`src/cft_bus_pkg.sv`:
```
// Processor bus definitions shared by the microstep datapath
// Word, unit number and strobe types, plus the unit encodings

package cft_bus_pkg;

   //////////////////////////////
   // Basic types
   //////////////////////////////

   // Processor bus word
   typedef logic [15:0] word_t;

   // Read unit number whose bit 3 hands the source to the external board
   typedef logic [3:0] runit_t;

   // Write unit number
   typedef logic [2:0] wunit_t;

   // Bit of the read unit that selects the external arithmetic board
   localparam int RU_EXT_BIT = 3;

   // Address generation joins upper PC to lower IR at this split
   localparam int AGL_IR_BITS = 10;

   //////////////////////////////
   // Bundles
   //////////////////////////////

   // One microstep, carried by the step handshake
   typedef struct packed {
      runit_t runit;
      wunit_t wunit;
   } microstep_t;

   // Source strobes, all active low
   typedef struct packed {
      logic agl_n;
      logic pc_n;
      logic dr_n;
      logic ac_n;
   } rd_strobe_t;

   // Destination strobes, all active low
   typedef struct packed {
      logic ar_n;
      logic pc_n;
      logic ir_n;
      logic dr_n;
      logic ac_n;
      logic alu_n;
   } wr_strobe_t;

   // Visible register state
   typedef struct packed {
      word_t ar;
      word_t pc;
      word_t ir;
      word_t dr;
      word_t ac;
   } reg_view_t;

   //////////////////////////////
   // Unit encodings
   //////////////////////////////

   // Read units decoded on this board (0, 1, 6, 7 unused)
   localparam runit_t RU_AGL = 4'd2;
   localparam runit_t RU_PC  = 4'd3;
   localparam runit_t RU_DR  = 4'd4;
   localparam runit_t RU_AC  = 4'd5;

   // Write units (0, 1 unused)
   localparam wunit_t WU_AR  = 3'd2;
   localparam wunit_t WU_PC  = 3'd3;
   localparam wunit_t WU_IR  = 3'd4;
   localparam wunit_t WU_DR  = 3'd5;
   localparam wunit_t WU_AC  = 3'd6;
   localparam wunit_t WU_ALU = 3'd7;

   // Pulled-up bus value with no source driving
   localparam word_t BUS_IDLE = 16'hffff;

   // Strobe sets with nothing selected
   localparam rd_strobe_t RD_IDLE = '1;
   localparam wr_strobe_t WR_IDLE = '1;

endpackage

```
`src/bus_register_bank.sv`:
```
// Processor bus register bank
// Bus multiplexer, bus latch and the AR, PC, IR, DR, AC registers

`timescale 1ns/1ps

module bus_register_bank (
   input  logic                    clk,
   input  logic                    arst_n,
   input  logic                    uce_n,
   input  cft_bus_pkg::runit_t     runit,
   input  cft_bus_pkg::rd_strobe_t rd_strobe,
   input  cft_bus_pkg::wr_strobe_t wr_strobe,
   input  cft_bus_pkg::word_t      ext_rd_data,
   output cft_bus_pkg::reg_view_t  regs,
   output logic                    alu_wr_n,
   output cft_bus_pkg::word_t      alu_wr_data
);

   // Live bus value
   cft_bus_pkg::word_t bus;

   // Bus latch holding the read phase word for the write phase
   cft_bus_pkg::word_t bus_latch;

   // Address generation word
   cft_bus_pkg::word_t agl_word;

   // External board owns the bus
   logic ext_sel;

   // Any destination strobe low
   logic wr_any;

   //////////////////////////////
   // Bus sources
   //////////////////////////////

   // Page from PC, offset from IR
   assign agl_word = {regs.pc[15:cft_bus_pkg::AGL_IR_BITS],
                      regs.ir[cft_bus_pkg::AGL_IR_BITS-1:0]};

   // Upper read units belong to the arithmetic board
   // Released along with everything else while the panel holds the bus
   assign ext_sel = runit[cft_bus_pkg::RU_EXT_BIT] & ~uce_n;

   always_comb begin
      // Pull-ups win when nobody drives
      bus = cft_bus_pkg::BUS_IDLE;
      if (!rd_strobe.agl_n) begin
         bus = agl_word;
      end else if (!rd_strobe.pc_n) begin
         bus = regs.pc;
      end else if (!rd_strobe.dr_n) begin
         bus = regs.dr;
      end else if (!rd_strobe.ac_n) begin
         bus = regs.ac;
      end else if (ext_sel) begin
         bus = ext_rd_data;
      end
   end

   //////////////////////////////
   // Bus latch
   //////////////////////////////

   assign wr_any = ~&wr_strobe;

   // Follows the bus until a write strobe opens, then holds
   // Last capture is the edge closing the read phase
   always_ff @(posedge clk or negedge arst_n) begin
      if (!arst_n) begin
         bus_latch <= '0;
      end else if (!wr_any) begin
         bus_latch <= bus;
      end
   end

   //////////////////////////////
   // Registers
   //////////////////////////////

   always_ff @(posedge clk or negedge arst_n) begin
      if (!arst_n) begin
         regs <= '0;
      end else begin
         // Strobed destination loads from the latch
         if (!wr_strobe.ar_n) begin
            regs.ar <= bus_latch;
         end
         if (!wr_strobe.pc_n) begin
            regs.pc <= bus_latch;
         end
         if (!wr_strobe.ir_n) begin
            regs.ir <= bus_latch;
         end
         if (!wr_strobe.dr_n) begin
            regs.dr <= bus_latch;
         end
         if (!wr_strobe.ac_n) begin
            regs.ac <= bus_latch;
         end
      end
   end

   // ALU write goes off board with the latched word
   assign alu_wr_n    = wr_strobe.alu_n;
   assign alu_wr_data = bus_latch;

   //////////////////////////////
   // Checks
   //////////////////////////////

   // Registers hold while every write strobe is released
   a_regs_hold: assert property (@(posedge clk) disable iff (!arst_n)
      !wr_any |-> ##1 $stable(regs));

endmodule

```
`src/microstep_sequencer.sv`:
```
// Microstep sequencer
// Four-phase req/ack slave that runs one read phase and one write phase per step

`timescale 1ns/1ps

module microstep_sequencer (
   input  logic clk,
   input  logic arst_n,
   input  logic step_req,
   output logic step_ack,
   output logic read_phase,
   output logic write_phase
);

   // Step states
   typedef enum logic [1:0] {
      S_IDLE  = 2'd0,
      S_READ  = 2'd1,
      S_WRITE = 2'd2,
      S_ACK   = 2'd3
   } state_t;

   state_t state;
   state_t state_nxt;

   //////////////////////////////
   // Next state
   //////////////////////////////

   always_comb begin
      state_nxt = state;
      case (state)
         // Wait for a request, and for the last ack to be gone
         S_IDLE:  if (step_req && !step_ack) state_nxt = S_READ;
         S_READ:  state_nxt = S_WRITE;
         S_WRITE: state_nxt = S_ACK;
         // Hold until the master drops its request
         S_ACK:   if (!step_req) state_nxt = S_IDLE;
         default: state_nxt = S_IDLE;
      endcase
   end

   always_ff @(posedge clk or negedge arst_n) begin
      if (!arst_n) begin
         state <= S_IDLE;
      end else begin
         state <= state_nxt;
      end
   end

   //////////////////////////////
   // Registered phase outputs
   //////////////////////////////

   // Outputs trail the state by one clock so the decoders see clean phases
   always_ff @(posedge clk or negedge arst_n) begin
      if (!arst_n) begin
         read_phase  <= 1'b0;
         write_phase <= 1'b0;
         step_ack    <= 1'b0;
      end else begin
         read_phase  <= (state == S_READ);
         write_phase <= (state == S_WRITE);
         step_ack    <= (state == S_ACK);
      end
   end

   //////////////////////////////
   // Checks
   //////////////////////////////

   // Read and write never overlap
   a_phase_excl: assert property (@(posedge clk) disable iff (!arst_n)
      !(read_phase && write_phase));

   // Ack only answers a request still live at the edge that raised it
   a_ack_on_req: assert property (@(posedge clk) disable iff (!arst_n)
      $rose(step_ack) |-> $past(step_req));

endmodule

```
`src/processor_bus_top.sv`:
```
// Processor bus top level
// Sequencer, read and write decoders and the register bank wired together

`timescale 1ns/1ps

module processor_bus_top (
   input  logic                   clk,
   input  logic                   arst_n,
   input  logic                   step_req,
   input  cft_bus_pkg::microstep_t step,
   input  cft_bus_pkg::word_t     ext_rd_data,
   input  logic                   uce_n,
   output logic                   step_ack,
   output cft_bus_pkg::reg_view_t regs,
   output logic                   alu_wr_n,
   output cft_bus_pkg::word_t     alu_wr_data
);

   // Phase pulses from the sequencer
   logic read_phase;
   logic write_phase;

   // Decoded strobe sets
   cft_bus_pkg::rd_strobe_t rd_strobe;
   cft_bus_pkg::wr_strobe_t wr_strobe;

   //////////////////////////////
   // Step handshake
   //////////////////////////////

   microstep_sequencer seq0 (
      .clk         (clk),
      .arst_n      (arst_n),
      .step_req    (step_req),
      .step_ack    (step_ack),
      .read_phase  (read_phase),
      .write_phase (write_phase)
   );

   //////////////////////////////
   // Decoders side by side
   //////////////////////////////

   read_unit_decoder rdec0 (
      .arst_n     (arst_n),
      .read_phase (read_phase),
      .uce_n      (uce_n),
      .runit      (step.runit),
      .rd_strobe  (rd_strobe)
   );

   write_unit_decoder wdec0 (
      .arst_n      (arst_n),
      .write_phase (write_phase),
      .uce_n       (uce_n),
      .wunit       (step.wunit),
      .wr_strobe   (wr_strobe)
   );

   // Bank combines both strobe sets into the transfer
   bus_register_bank bank0 (
      .clk         (clk),
      .arst_n      (arst_n),
      .uce_n       (uce_n),
      .runit       (step.runit),
      .rd_strobe   (rd_strobe),
      .wr_strobe   (wr_strobe),
      .ext_rd_data (ext_rd_data),
      .regs        (regs),
      .alu_wr_n    (alu_wr_n),
      .alu_wr_data (alu_wr_data)
   );

endmodule

```
`src/read_unit_decoder.sv`:
```
// Read unit decoder
// Turns the read unit into active-low source strobes during the read phase

`timescale 1ns/1ps

module read_unit_decoder (
   input  logic                    arst_n,
   input  logic                    read_phase,
   input  logic                    uce_n,
   input  cft_bus_pkg::runit_t     runit,
   output cft_bus_pkg::rd_strobe_t rd_strobe
);

   // Decoder enable
   logic rd_en;

   // Only units 0..7 live here as the upper half is the external board
   // Front panel holding the bus (uce_n high) releases every strobe
   assign rd_en = arst_n & read_phase & ~runit[cft_bus_pkg::RU_EXT_BIT] & ~uce_n;

   //////////////////////////////
   // Unit decode
   //////////////////////////////

   always_comb begin
      rd_strobe = cft_bus_pkg::RD_IDLE;
      if (rd_en) begin
         case (runit)
            // Address generation source
            cft_bus_pkg::RU_AGL: rd_strobe.agl_n = 1'b0;
            cft_bus_pkg::RU_PC:  rd_strobe.pc_n  = 1'b0;
            cft_bus_pkg::RU_DR:  rd_strobe.dr_n  = 1'b0;
            cft_bus_pkg::RU_AC:  rd_strobe.ac_n  = 1'b0;
            // Units 0, 1, 6, 7 leave the bus to the pull-ups
            default: rd_strobe = cft_bus_pkg::RD_IDLE;
         endcase
      end
   end

   //////////////////////////////
   // Checks
   //////////////////////////////

   // A single source on the bus at any time
   always_comb begin
      assert ($onehot0(~rd_strobe))
         else $error("read_unit_decoder: more than one source strobe low");
   end

endmodule

```
`src/write_unit_decoder.sv`:
```
// Write unit decoder
// Turns the write unit into active-low destination strobes in the write phase

`timescale 1ns/1ps

module write_unit_decoder (
   input  logic                    arst_n,
   input  logic                    write_phase,
   input  logic                    uce_n,
   input  cft_bus_pkg::wunit_t     wunit,
   output cft_bus_pkg::wr_strobe_t wr_strobe
);

   // Decoder enable
   logic wr_en;

   // Same gating as the read side, applied to the write phase
   assign wr_en = arst_n & write_phase & ~uce_n;

   //////////////////////////////
   // Unit decode
   //////////////////////////////

   always_comb begin
      wr_strobe = cft_bus_pkg::WR_IDLE;
      if (wr_en) begin
         case (wunit)
            cft_bus_pkg::WU_AR:  wr_strobe.ar_n  = 1'b0;
            cft_bus_pkg::WU_PC:  wr_strobe.pc_n  = 1'b0;
            cft_bus_pkg::WU_IR:  wr_strobe.ir_n  = 1'b0;
            cft_bus_pkg::WU_DR:  wr_strobe.dr_n  = 1'b0;
            cft_bus_pkg::WU_AC:  wr_strobe.ac_n  = 1'b0;
            // Result goes out to the arithmetic board
            cft_bus_pkg::WU_ALU: wr_strobe.alu_n = 1'b0;
            // Units 0 and 1 write nowhere
            default: wr_strobe = cft_bus_pkg::WR_IDLE;
         endcase
      end
   end

   //////////////////////////////
   // Checks
   //////////////////////////////

   // Destinations are one-cold or fully released
   always_comb begin
      assert ($onehot0(~wr_strobe))
         else $error("write_unit_decoder: more than one destination strobe low");
   end

endmodule
```
`config.mk`:
```
export PLATFORM = sky130hd
export DESIGN_NAME = processor_bus_top
export DESIGN_NICKNAME = d
export VERILOG_FILES = /design/src/cft_bus_pkg.sv /design/src/bus_register_bank.sv /design/src/microstep_sequencer.sv /design/src/processor_bus_top.sv /design/src/read_unit_decoder.sv /design/src/write_unit_decoder.sv
export SDC_FILE = /design/constraint.sdc
export NUM_CORES = 1
export LEC_CHECK = 0
export ABC_AREA = 1
export BUFFER_PORTS_ARGS = -buffer_cell sky130_fd_sc_hd__buf_2
export CAP_MARGIN = 10
export CORE_ASPECT_RATIO = 1.4
export CORE_MARGIN = 2
export CORE_UTILIZATION = 42
export CTS_CLUSTER_SIZE = 12
export DETAILED_ROUTE_END_ITERATION = 10
export GPL_ROUTABILITY_DRIVEN = 0
export PLACE_DENSITY_LB_ADDON = 0.15
export SYNTH_ARGS = -nofsm -noshare
export SYNTH_HDL_FRONTEND = slang
export SYNTH_SLANG_ARGS = --single-unit
```
`constraint.sdc`:
```
create_clock -name clk -period 1.3 [get_ports clk]
set_input_delay 0.065 -clock clk [delete_from_list [all_inputs] [get_ports clk]]
set_output_delay 0.065 -clock clk [all_outputs]
set_load 0.02 [all_outputs]
```
==> flow_metrics.py <==
metrics = {
    "setup_path": {
        "r2r_cells": 11,
        "crit_path_end_kind": "register",
        "cp_slowest_cell": "dfrtp_1",
        "reg2reg_slack_ps": 20,
        "cp-start-kind": "register",
        "critPathMaxFanout": 8,
        "cp_cell_sequence": "nand2_2, nor2_4, buf_12, buf_8, nand3_1, nand2_1, inv_1, nand2_1, nand2_1, nand2_1, nand2_1",
        "timing.rr.end": "bank0.alu_wr_data[7]",
        "required_ps": 1530,
        "crit_type": "register to register",
        "critPathArrivalTime_ps": 1510,
        "max_stage_delay_ps": 340,
        "cpMostUsedCell": "nand2_1",
        "worstReg2RegStart": "seq0.read_phase",
    },
    "power_and_ir_drop": {
        "power_switching_mw": 5.55,
        "cellPowerDensity_nw_per_um2": 2190,
        "p_comb_share_pct": 37.1,
        "peakVddDrop_mv": 1.37,
        "switching_share_pct": 42.4,
        "p_leak_nw": 3.28,
        "seqPwrFrac_pct": 42.8,
        "internal_power_mw": 7.55,
        "p_clk_share_pct": 20.1,
    },
    "timing": {
        "hold_viol": 0,
        "drv_slew": 0,
        "min_period_ps": 1280,
        "hold_ws_ps": 100,
        "slew_headroom_pct": 49.1,
        "clock_skew_ps": 8.79,
        "finalCritPeriodShare_pct": 98.7,
        "max_freq_mhz": 779,
        "fin_ws_ps": 16.8,
        "rsz0062_at_grt": "yes",
        "worst_pin_slew_ps": 763,
        "setup_viol": 0,
    },
    "logic_synthesis": {
        "synth.distinct_cells": 22,
        "yosys_warnings": 0,
        "syn_area_um2": 4590,
        "synthAdderAreaFrac_pct": 1.36,
        "seq_area_frac_synth_pct": 55.1,
        "avgSynthCellArea_um2": 8.18,
        "syn_nets": 593,
        "synth_xor_xnor_area_share_pct": 0,
        "synth_area_leaders": "dfrtp_1 (55%), nand2_1 (15%), o21ai_0 (11%), inv_1 (4.8%), nand3_1 (2.3%)",
        "synth_top_family_by_area": "simple AND/OR/NAND/NOR gates",
        "syn-instance-count": 561,
        "synth_top_area_share_pct": 55.1,
        "synth.area.mux_share_pct": 0,
        "synth_compound_area_share_pct": 12.1,
        "synth-simple-area-share_pct": 23.9,
        "yosys_register_bits": 101,
        "synth_area_leader_cell": "dfrtp_1",
    },
    "placed_design": {
        "io_buffer_count": 124,
        "pre_cts_ws_ps": -63.0,
        "placed_cell_area_um2": 5480,
        "place_hpwl_um": 9220,
        "dp_cells": 820,
    },
    "cts": {
        "clkTransAtPathRegs_ps": 70,
        "cts.path.max_buffers": 2,
        "cts_sinks": 101,
        "cts_buffers": 9,
        "htreeDepth": 3,
        "worstSkewPairLatency_ps": 340,
        "tritoncts": "built",
        "cts-root-buf": "clkbuf_16",
    },
    "grt": {
        "gr-total-overflow": 0,
        "grt_pass1_wl_um": 20800,
        "grt_pass1_vias": 4126,
        "grt_start_max_net_pins": 61,
        "grtUsageTotal_pct": 22.8,
        "antenna_found_initial": 0,
    },
    "finish": {
        "finalNonFillerCells": 843,
        "postLayoutCellArea_um2": 5980,
        "area_growth_pct": 30.3,
        "num_antenna_cells": 0,
        "fin_nets": 729,
        "drive_above_1_share_pct": 28.9,
        "fin_util_pct": 55.6,
    },
    "worst_hold_path": {
        "whs_path_depth": 5,
        "min_to": "bank0.alu_wr_data[11]",
        "hold_path.class": "input pin to register",
        "worstHoldStart": "ext_rd_data[11]",
    },
    "routing": {
        "wl_um": 13500,
        "drc_errors": 0,
        "drt-initial-drc-count": 231,
        "drtPass1Iterations": 4,
        "ant_nets": 0,
        "vias": 4252,
        "wire_per_inst_um": 16.0,
        "via_per_inst": 5.04,
    },
    "flow_run": {
        "drv_cap": 0,
    },
    "floorplan": {
        "pin_count": 125,
        "die_h_um": 128,
        "core-area_um2": 10800,
        "start_util_pct": 42.7,
        "die-area_um2": 11800,
        "die_w_um": 92.3,
        "num_rows": 45,
    },
    "outcome": {
        "status": "finished, final reports clean",
    },
}
[Yosys cell counts]
| master | instances |
|---|---|
| a21oi_1 | 3 |
| buf_2 | 3 |
| buf_4 | 3 |
| buf_6 | 1 |
| clkbuf_1 | 16 |
| dfrtp_1 | 101 |
| ha_1 | 5 |
| inv_1 | 59 |
| inv_2 | 4 |
| nand2_1 | 187 |
| nand2_2 | 5 |
| nand3_1 | 21 |
| nand3b_1 | 4 |
| nand4_1 | 6 |
| nor2_1 | 19 |
| nor2_2 | 1 |
| nor2_4 | 3 |
| nor3_1 | 1 |
| o21ai_0 | 105 |
| o21bai_1 | 2 |
| or2_1 | 2 |
| or2_2 | 10 |
[repair_timing]
| action | CTS | global route |
|---|---|---|
| pin swaps | 2 | 12 |
| endpoints found under the setup margin | 13 | 27 |
| gates resized for setup | 15 | 35 |
| hold endpoints to repair | 101 | 0 |
| buffers inserted | 2 | 3 |
| cloned | 1 | 2 |
| hold buffers | 1 | 0 |
[worst max-delay path by stage]
stage | from | to | slack, ps
finish | seq0.read_phase | bank0.alu_wr_data[7] | 20
global placement | seq0.read_phase | bank0.alu_wr_data[6] | -80
CTS | seq0.read_phase | bank0.alu_wr_data[14] | -20
floorplan | seq0.read_phase | bank0.alu_wr_data[13] | 140
detailed placement | seq0.read_phase | bank0.alu_wr_data[6] | -60
global route | seq0.read_phase | bank0.alu_wr_data[7] | -80
[layout by cell type, fill, tap and decap left out, drive strengths merged, types with 4 or more instances in the layout]
cell    instances
nand3b          4
or2            12
dfrtp         101
inv            67
nand3          21
nor2           23
clkbuf         12
o21ai         105
buf           145
nand4           6
ha              5
nand2         192
[cells by family after synthesis]
logic type / after synthesis
buf+inv: 86
flops: 101
simple gates: 259
compound gates: 110
fa+ha+maj: 5
[power groups by stage]
stage | Clock, mW | Sequential [mW] | Combinational, mW
6_report | 2.63 | 5.61 | 4.86
5_1_grt | 2.83 | 5.80 | 5.37
4_1_cts | 2.69 | 5.60 | 4.85
3_5_place_dp | 0 | 5.64 | 4.81
3_3_place_gp | 0 | 5.59 | 4.73
2_1_floorplan | 0 | 7.00 | 1.35
[critical path: cells and delay by family, from the launching register on]
family	cells	cell delay (ps)
AND/OR/NAND/NOR	8	510
buffers and inverters	3	320
flip-flops	1	340
[layer usage]
layer | global-route usage [%] | part of all wire, % | vias to the layer above
met5 | 0 | 0 | -
met4 | 8.69 | 3.2 | 0
met3 | 4.29 | 5.2 | 25
met2 | 40.1 | 51 | 139
met1 | 27.4 | 41 | 2039
li1 | - | - | 2049
[stage by stage]
step	TNS [ps]	power [mW]
final	0	13.1
after global placement	-319	10.3
after detailed placement	-485	10.5
after global routing	-1210	14.0
after CTS	-21.1	13.1
after floorplan	0	8.35
[final cells by class]
type / instances / area (um^2)
fillers: 1001 / 4780
clock buffers: 10 / 239
well taps: 141 / 176
inverters: 63 / 244
flip-flops and latches: 101 / 2530
clock inverters: 6 / 53.8
multi-input cells: 374 / 1790
repair buffers: 148 / 951
[state kept, by name (all words and copies together), names as in the netlist]
| register | flops |
|---|---|
| bank0.regs | 80 |
| bank0.alu_wr_data | 16 |
| seq0.write_phase | 1 |
| seq0.read_phase | 1 |
| seq0.step_ack | 1 |
| seq0.state | 2 |
(Power assumes the default switching activity.)
